<file path="config.mk">
export PLATFORM = sky130hd
export DESIGN_NAME = rc_top
export DESIGN_NICKNAME = d
export VERILOG_FILES = /design/src/rc_pkg.sv /design/src/rc_sample_fifo.sv /design/src/rc_scale_hold.sv /design/src/rc_rescale_pipe.sv /design/src/rc_top.sv
export VERILOG_INCLUDE_DIRS = /design/src
export SDC_FILE = /design/constraint.sdc
export NUM_CORES = 2
export LEC_CHECK = 0
export BUFFER_PORTS_ARGS = -buffer_cell sky130_fd_sc_hd__buf_2
export CAP_MARGIN = 20
export CORE_ASPECT_RATIO = 2
export CORE_MARGIN = 4
export CORE_UTILIZATION = 60
export CTS_BUF_LIST = sky130_fd_sc_hd__clkbuf_8
export DETAILED_ROUTE_END_ITERATION = 10
export PLACE_DENSITY = 0.88
export SKIP_CTS_REPAIR_TIMING = 1
export SYNTH_ARGS = -nofsm -noshare
export SYNTH_HDL_FRONTEND = slang
export SYNTH_SLANG_ARGS = --single-unit
</file>
<file path="constraint.sdc">
create_clock -name clk -period 9.4 [get_ports clk]
set_input_delay 2.35 -clock clk [delete_from_list [all_inputs] [get_ports clk]]
set_output_delay 2.35 -clock clk [all_outputs]
set_load 0.05 [all_outputs]
</file>
<file path="src/rc_macros.svh">
`ifndef RC_MACROS_SVH
`define RC_MACROS_SVH

// input sample width.
`define RC_IN_W 24

// output sample width.
`define RC_OUT_W 24

// gain word width.
`define RC_SCALE_W 24

// right-shift amount width for shifts of 1 to 31.
`define RC_SHIFT_W 5

// power-of-two sample FIFO depth.
`define RC_FIFO_DEPTH 16

// product registers after the multiplier including its own register.
`define RC_RETIME_N 4

`endif

</file>
<file path="src/rc_pkg.sv">
`default_nettype none

`include "rc_macros.svh"

package rc_pkg;

	// signed sample as it arrives from the source.
	typedef logic signed [`RC_IN_W-1:0] sample_t;

	// signed sample after rescaling and saturation.
	typedef logic signed [`RC_OUT_W-1:0] out_sample_t;

	// signed gain word.
	typedef logic signed [`RC_SCALE_W-1:0] scale_t;

	// unsigned arithmetic right-shift amount.
	typedef logic [`RC_SHIFT_W-1:0] shift_t;

	// full precision product of sample and gain.
	typedef logic signed [`RC_IN_W+`RC_SCALE_W-1:0] product_t;

endpackage

`default_nettype wire

</file>
<file path="src/rc_sample_fifo.sv">
`timescale 1ns/1ps
`default_nettype none

`include "rc_macros.svh"

module rc_sample_fifo (
	input wire clk,
	input wire rst_n,
	input wire rc_pkg::sample_t wr_data,
	input wire wr_en,
	input wire rd_en,
	output rc_pkg::sample_t rd_data,
	output logic rd_vld,
	output logic full
);

	localparam int AW = $clog2(`RC_FIFO_DEPTH);

	rc_pkg::sample_t mem [`RC_FIFO_DEPTH];

	// one extra bit so a full buffer differs from an empty one.
	logic [AW:0] wr_ptr;
	logic [AW:0] rd_ptr;
	logic [AW-1:0] rd_addr;
	logic rd_taken;
	logic empty;
	logic wr_fire;
	logic rd_fire;

	assign empty = (wr_ptr == rd_ptr);
	assign full = (wr_ptr[AW] != rd_ptr[AW]) && (wr_ptr[AW-1:0] == rd_ptr[AW-1:0]);

	// writes into a full buffer are dropped.
	assign wr_fire = wr_en && !full;
	assign rd_fire = rd_en && !empty;

	always_ff @(posedge clk or negedge rst_n) begin
		if (!rst_n) begin
			wr_ptr <= '0;
		end else if (wr_fire) begin
			wr_ptr <= wr_ptr + 1'b1;
		end
	end

	always_ff @(posedge clk) begin
		if (wr_fire) begin
			mem[wr_ptr[AW-1:0]] <= wr_data;
		end
	end

	always_ff @(posedge clk or negedge rst_n) begin
		if (!rst_n) begin
			rd_ptr <= '0;
			rd_taken <= 1'b0;
			rd_vld <= 1'b0;
		end else begin
			if (rd_fire) begin
				rd_ptr <= rd_ptr + 1'b1;
			end
			rd_taken <= rd_fire;
			rd_vld <= rd_taken;
		end
	end

	// the slot stays intact until the word is registered because a write
	// to it lands on the same edge at the earliest.
	always_ff @(posedge clk) begin
		if (rd_fire) begin
			rd_addr <= rd_ptr[AW-1:0];
		end
		if (rd_taken) begin
			rd_data <= mem[rd_addr];
		end
	end

	property p_no_vld_after_empty_read;
		@(posedge clk) disable iff (!rst_n)
		$past(rd_en && empty, 2) |-> !rd_vld;
	endproperty
	a_no_vld_after_empty_read: assert property (p_no_vld_after_empty_read);

endmodule

`default_nettype wire

</file>
<file path="src/rc_scale_hold.sv">
`timescale 1ns/1ps
`default_nettype none

`include "rc_macros.svh"

module rc_scale_hold (
	input wire clk,
	input wire rst_n,
	input wire recompute,
	input wire rc_pkg::scale_t scale,
	input wire scale_vld,
	input wire scale_clear,
	input wire rc_pkg::shift_t shift,
	output rc_pkg::scale_t cur_scale,
	output rc_pkg::shift_t cur_shift,
	output logic rd_en
);

	logic available;

	// a new gain beats a clear in the same cycle.
	always_ff @(posedge clk or negedge rst_n) begin
		if (!rst_n) begin
			available <= 1'b0;
		end else if (scale_vld) begin
			available <= 1'b1;
		end else if (scale_clear) begin
			available <= 1'b0;
		end
	end

	// shift is taken with the gain so one stream sees one shift.
	always_ff @(posedge clk) begin
		if (scale_vld) begin
			cur_scale <= scale;
			cur_shift <= shift;
		end
	end

	// bypass keeps the FIFO draining while rescale waits for a gain.
	assign rd_en = recompute ? available : 1'b1;

	// the shift width already caps the top of the range at 31.
	property p_loaded_shift_range;
		@(posedge clk) disable iff (!rst_n)
		scale_vld |=> (cur_shift != '0);
	endproperty
	a_loaded_shift_range: assert property (p_loaded_shift_range);

endmodule

`default_nettype wire

</file>
<file path="src/rc_rescale_pipe.sv">
`timescale 1ns/1ps
`default_nettype none

`include "rc_macros.svh"

module rc_rescale_pipe (
	input wire clk,
	input wire rst_n,
	input wire recompute,
	input wire rc_pkg::sample_t fifo_data,
	input wire fifo_rvld,
	input wire rc_pkg::scale_t cur_scale,
	input wire rc_pkg::shift_t cur_shift,
	input wire rc_pkg::sample_t in_data,
	input wire in_vld,
	output rc_pkg::out_sample_t out_data,
	output logic out_vld
);

	localparam int N = `RC_RETIME_N;
	localparam int CNT_W = $clog2(`RC_RETIME_N + 4) + 1;

	// signed output range held at product width.
	localparam rc_pkg::product_t OUT_MAX =
		rc_pkg::product_t'({1'b0, {(`RC_OUT_W-1){1'b1}}});
	localparam rc_pkg::product_t OUT_MIN = -OUT_MAX - 1;

	rc_pkg::product_t rt_data [N];
	logic [N-1:0] rt_vld;

	rc_pkg::product_t sh_data;
	logic sh_round;
	logic sh_vld;

	rc_pkg::product_t rnd_sum;
	rc_pkg::out_sample_t rnd_next;
	rc_pkg::out_sample_t rnd_data;
	logic rnd_vld;

	logic [CNT_W-1:0] inflight;

	// stage 0 is the multiplier register and the rest only retime.
	always_ff @(posedge clk or negedge rst_n) begin
		if (!rst_n) begin
			rt_vld <= '0;
		end else begin
			rt_vld <= {rt_vld[N-2:0], fifo_rvld};
		end
	end

	always_ff @(posedge clk) begin
		if (recompute) begin
			rt_data[0] <= fifo_data * cur_scale;
		end else begin
			rt_data[0] <= rc_pkg::product_t'(fifo_data);
		end
		for (int i = 1; i < N; i++) begin
			rt_data[i] <= rt_data[i-1];
		end
	end

	// round bit is the last bit shifted out.
	always_ff @(posedge clk or negedge rst_n) begin
		if (!rst_n) begin
			sh_vld <= 1'b0;
		end else begin
			sh_vld <= rt_vld[N-1];
		end
	end

	always_ff @(posedge clk) begin
		if (rt_vld[N-1]) begin
			sh_data <= rt_data[N-1] >>> cur_shift;
			sh_round <= rt_data[N-1][cur_shift - 1'b1];
		end
	end

	// round half up and then clamp.
	always_comb begin
		rnd_sum = sh_data + $signed({1'b0, sh_round});
		if (rnd_sum > OUT_MAX) begin
			rnd_next = OUT_MAX[`RC_OUT_W-1:0];
		end else if (rnd_sum < OUT_MIN) begin
			rnd_next = OUT_MIN[`RC_OUT_W-1:0];
		end else begin
			rnd_next = rnd_sum[`RC_OUT_W-1:0];
		end
	end

	always_ff @(posedge clk or negedge rst_n) begin
		if (!rst_n) begin
			rnd_vld <= 1'b0;
		end else begin
			rnd_vld <= sh_vld;
		end
	end

	always_ff @(posedge clk) begin
		rnd_data <= rnd_next;
	end

	always_ff @(posedge clk or negedge rst_n) begin
		if (!rst_n) begin
			out_vld <= 1'b0;
		end else if (recompute) begin
			out_vld <= rnd_vld;
		end else begin
			out_vld <= in_vld;
		end
	end

	// bypass takes the source sample straight in.
	always_ff @(posedge clk) begin
		if (recompute) begin
			out_data <= rnd_data;
		end else begin
			out_data <= in_data;
		end
	end

	// samples between the FIFO and the output stage.
	always_ff @(posedge clk or negedge rst_n) begin
		if (!rst_n) begin
			inflight <= '0;
		end else begin
			inflight <= inflight + CNT_W'(fifo_rvld) - CNT_W'(rnd_vld);
		end
	end

	property p_out_needs_read;
		@(posedge clk) disable iff (!rst_n)
		(recompute && out_vld) |-> ($past(inflight) != '0);
	endproperty
	a_out_needs_read: assert property (p_out_needs_read);

endmodule

`default_nettype wire

</file>
<file path="src/rc_top.sv">
`timescale 1ns/1ps
`default_nettype none

`include "rc_macros.svh"

module rc_top (
	input wire clk,
	input wire rst_n,
	input wire recompute,
	input wire rc_pkg::scale_t scale,
	input wire scale_vld,
	input wire scale_clear,
	input wire rc_pkg::shift_t shift,
	input wire rc_pkg::sample_t in_data,
	input wire in_vld,
	output rc_pkg::out_sample_t out_data,
	output logic out_vld,
	output logic error
);

	rc_pkg::sample_t fifo_data;
	logic fifo_rvld;
	logic rd_en;
	rc_pkg::scale_t cur_scale;
	rc_pkg::shift_t cur_shift;

	// every source sample enters the FIFO so full means lost samples.
	rc_sample_fifo fifo_i (
		.clk(clk),
		.rst_n(rst_n),
		.wr_data(in_data),
		.wr_en(in_vld),
		.rd_en(rd_en),
		.rd_data(fifo_data),
		.rd_vld(fifo_rvld),
		.full(error)
	);

	rc_scale_hold hold_i (
		.clk(clk),
		.rst_n(rst_n),
		.recompute(recompute),
		.scale(scale),
		.scale_vld(scale_vld),
		.scale_clear(scale_clear),
		.shift(shift),
		.cur_scale(cur_scale),
		.cur_shift(cur_shift),
		.rd_en(rd_en)
	);

	rc_rescale_pipe pipe_i (
		.clk(clk),
		.rst_n(rst_n),
		.recompute(recompute),
		.fifo_data(fifo_data),
		.fifo_rvld(fifo_rvld),
		.cur_scale(cur_scale),
		.cur_shift(cur_shift),
		.in_data(in_data),
		.in_vld(in_vld),
		.out_data(out_data),
		.out_vld(out_vld)
	);

endmodule

`default_nettype wire

</file>
==> impl_metrics.csv <==
group,metric,value,unit
logic_synthesis,syn_nets,4765,
floorplanning,rows,148,
timing,worst_pin_slew,1.26,ns
global_routing,grt_usage,32.5,%
global_routing,grt_first_pass_wirelength,208,mm
critical_path,crit_required,10.04,ns
floorplanning,coreArea,81500,µm²
placed_design,hpwlAfterDp,97.3,mm
clocking,cts-htree-levels,3,
timing,setup-violations-final,0,
logic_synthesis,ys_warn_count,0,
detailed_routing,routed_wl,137,mm
placed_design,place_congestion,0.976,
layout,fin_nets,4801,
logic_synthesis,synth_seq_area_share,40.5,%
clocking,cts-root-buf,"clkbuf_8",
logic_synthesis,synth.distinct_cells,76,
global_routing,grt_pass1_vias,35558,
logic_synthesis,synth_top_area_share,29.8,%
logic_synthesis,synth_commonest_cells,"inv_1 (618), fa_1 (607), edfxtp_1 (490)",
logic_synthesis,synthCells,3957,
detailed_routing,drc_errors,0,
detailed_routing,routedWlPerCell,26.7,µm
timing,fin_crit_sh,89.0,%
layout,area_growth,7.08,%
detailed_routing,viasPerCell,6.23,
clocking,cts.sinks,750,
job,maxCapViolations,0,
logic_synthesis,synth_area,49400,µm²
clocking,insertion_delay,0.84,ns
clocking,cts_buffers,96,
hold_path,hold_path_class,"reg2reg",
logic_synthesis,synth_top_cell_by_area,"edfxtp_1",
logic_synthesis,ys_async_sr_fraction,2.67,%
logic_synthesis,synth.area.top_cells,"edfxtp_1 (30%), fa_1 (25%), dfxtp_1 (9.7%)",
detailed_routing,vias,31953,
global_routing,grt_start_max_net_pins,97,
detailed_routing,drtAntennaViolNets,0,
detailed_routing,drt_pre_antenna_iters,7,
logic_synthesis,ys_seq_elements,750,
critical_path,worst_setup_path_start_kind,"register",
floorplanning,io_pins,85,
global_routing,overflow,0,
layout,filler_cell_count,5626,
logic_synthesis,synth_edf_count,490,
timing,hold_viol,0,
global_routing,antenna_found_initial,5,
timing,fmax,119,MHz
clocking,cts.clk_slew.worst_paths,0.08,ns
floorplanning,die_area,87300,µm²
logic_synthesis,syn_area_per_cell,12.5,µm²
critical_path,crit_type,"reg2reg",
logic_synthesis,synthFlopType,"edfxtp_1",
placed_design,port_buffers,84,
critical_path,worstPathArrival,9.01,ns
timing,drv_slew,0,
logic_synthesis,synth_most_common_cell,"inv_1",
timing,fin_crit,8.37,ns
critical_path,cp_max_fo,24,
floorplanning,start_util,60.7,%
timing,finClkSkew,0.0793,ns
critical_path,endpoint_kind,"register",
timing,rsz0062_at_grt,"false",
timing,tns,0,ns
timing,slew_headroom,16.3,%
clocking,clk_path_buf_depth,3,
clocking,cts_tree,"yes",
status,outcome,"completed",
floorplanning,fp.dieH,414,µm
detailed_routing,initialDrtViolationCount,3107,
floorplanning,fp.dieW,211,µm
layout,final_layout_size_suffix_gt1_share,13.2,%
timing,hold-worst-slack,0.322,ns
==> per-layer routing <==
layer,vias to the layer above,routed length [µm],track usage [%],share of wire (%)
met1,15964,38900,32.1,28
met5,-,9,0,0.0066
met3,835,10700,6.18,7.8
li1,13107,-,-,-
met4,2,15600,28.6,11
met2,2045,72000,57.3,52
==> flip-flops by register name, summed over array words and instances (netlist names), 4 cells and up <==
| name | cells |
|---|---|
| fifo_i.rd_addr | 4 |
| hold_i.cur_shift | 5 |
| fifo_i.wr_ptr | 5 |
| fifo_i.rd_ptr | 5 |
| fifo_i.rd_data | 24 |
| pipe_i.rt_data | 192 |
| pipe_i.sh_data | 48 |
| pipe_i.rnd_data | 24 |
| pipe_i.rt_vld | 4 |
| pipe_i.out_data | 24 |
| fifo_i.mem | 384 |
| hold_i.cur_scale | 24 |
==> worst max-delay path: stages, from the launching register on <==
cell	delay, ns
edfxtp_1	0.91
nand2_1	0.20
inv_1	0.17
fa_1	0.55
fa_1	0.74
inv_1	0.24
fa_1	0.80
inv_1	0.28
fa_1	0.52
fa_1	0.62
fa_1	0.45
fa_1	0.46
ha_1	0.37
a21o_1	0.18
a21o_1	0.17
a21oi_1	0.24
o21a_1	0.18
o21ai_0	0.15
o31ai_1	0.31
o21ai_0	0.16
a211oi_1	0.50
==> cell usage in the layout (no fill, tap or decap), types with 6 or more instances in the layout <==
cell type and instances:
a211oi_1 18, a21o_1 23, a21oi_1 73, a31oi_1 16
and2_1 288, and3_1 18, buf_2 84, buf_4 43
clkbuf_8 113, clkinv_1 6, clkinv_2 18, dfrtp_1 19
dfxtp_1 240, edfxtp_1 490, fa_1 607, ha_1 142
inv_1 641, mux2_2 65, mux2i_1 54, mux4_2 158
nand2_1 426, nand2b_1 13, nand3_1 43, nand4_1 18
nor2_1 83, nor2b_1 10, nor3_1 26, nor4_1 7
o211ai_1 10, o21a_1 8, o21ai_0 84, o21ai_1 12
o21ai_2 8, o31ai_1 10, or3_1 6, xnor2_1 61
xor2_1 36
==> final cells by class <==
cell class / instances / area [µm²] / area share (%)
inverters: 622 / 2330 / 4.41
flip-flops and latches: 750 / 20000 / 37.8
clock buffers: 113 / 1560 / 2.94
diodes: 5 / 12.5 / 0.0236
clock inverters: 68 / 538 / 1.02
well taps: 1050 / 1310 / 2.48
multi-input cells: 2391 / 26300 / 49.7
repair buffers: 132 / 873 / 1.65
==> logic make-up (layout without fill, tap and decap cells) <==
family / after synthesis / in the layout / share of synthesized area (%)
simple gates: 963 / 963 / 9.65
fa+ha+maj: 749 / 749 / 28.2
mux: 277 / 277 / 9.77
compound gates: 305 / 305 / 3.86
buf+inv: 816 / 935 / 6.33
flops: 750 / 750 / 40.5
xor+xnor: 97 / 97 / 1.72
other cells: 0 / 5 / 0
==> final timing paths <==
check                                      startpoint                     to  slack [ns]  depth (start not counted)
worst min-delay path            pipe_i.rt_data[2][36]  pipe_i.rt_data[3][36]        0.32                          0
worst max register to register    hold_i.cur_scale[0]  pipe_i.rt_data[0][46]        1.03                         20
min in group asynchronous                       rst_n       hold_i.available        1.51                          1
worst max-delay path              hold_i.cur_scale[0]  pipe_i.rt_data[0][46]        1.03                         20
worst min register to register  pipe_i.rt_data[2][36]  pipe_i.rt_data[3][36]        0.32                          0
max in group asynchronous                       rst_n       pipe_i.rt_vld[3]        7.46                          1
==> per-stage QoR <==
step                instance area (µm²)  worst slack (ns)  cells  utilization, %
finish                            52900              1.03   5131            65.0
global route                      52900             0.713   5127            65.0
global placement                  50700              1.39   4941            62.2
floorplan                         49400              2.31   3957               -
detailed placement                50700              1.21   4941            62.2
CTS                               52800              1.16   5122            64.8
Power is not shown: default switching activity piles up to over one toggle a cycle in this logic, so the estimate is an artifact.
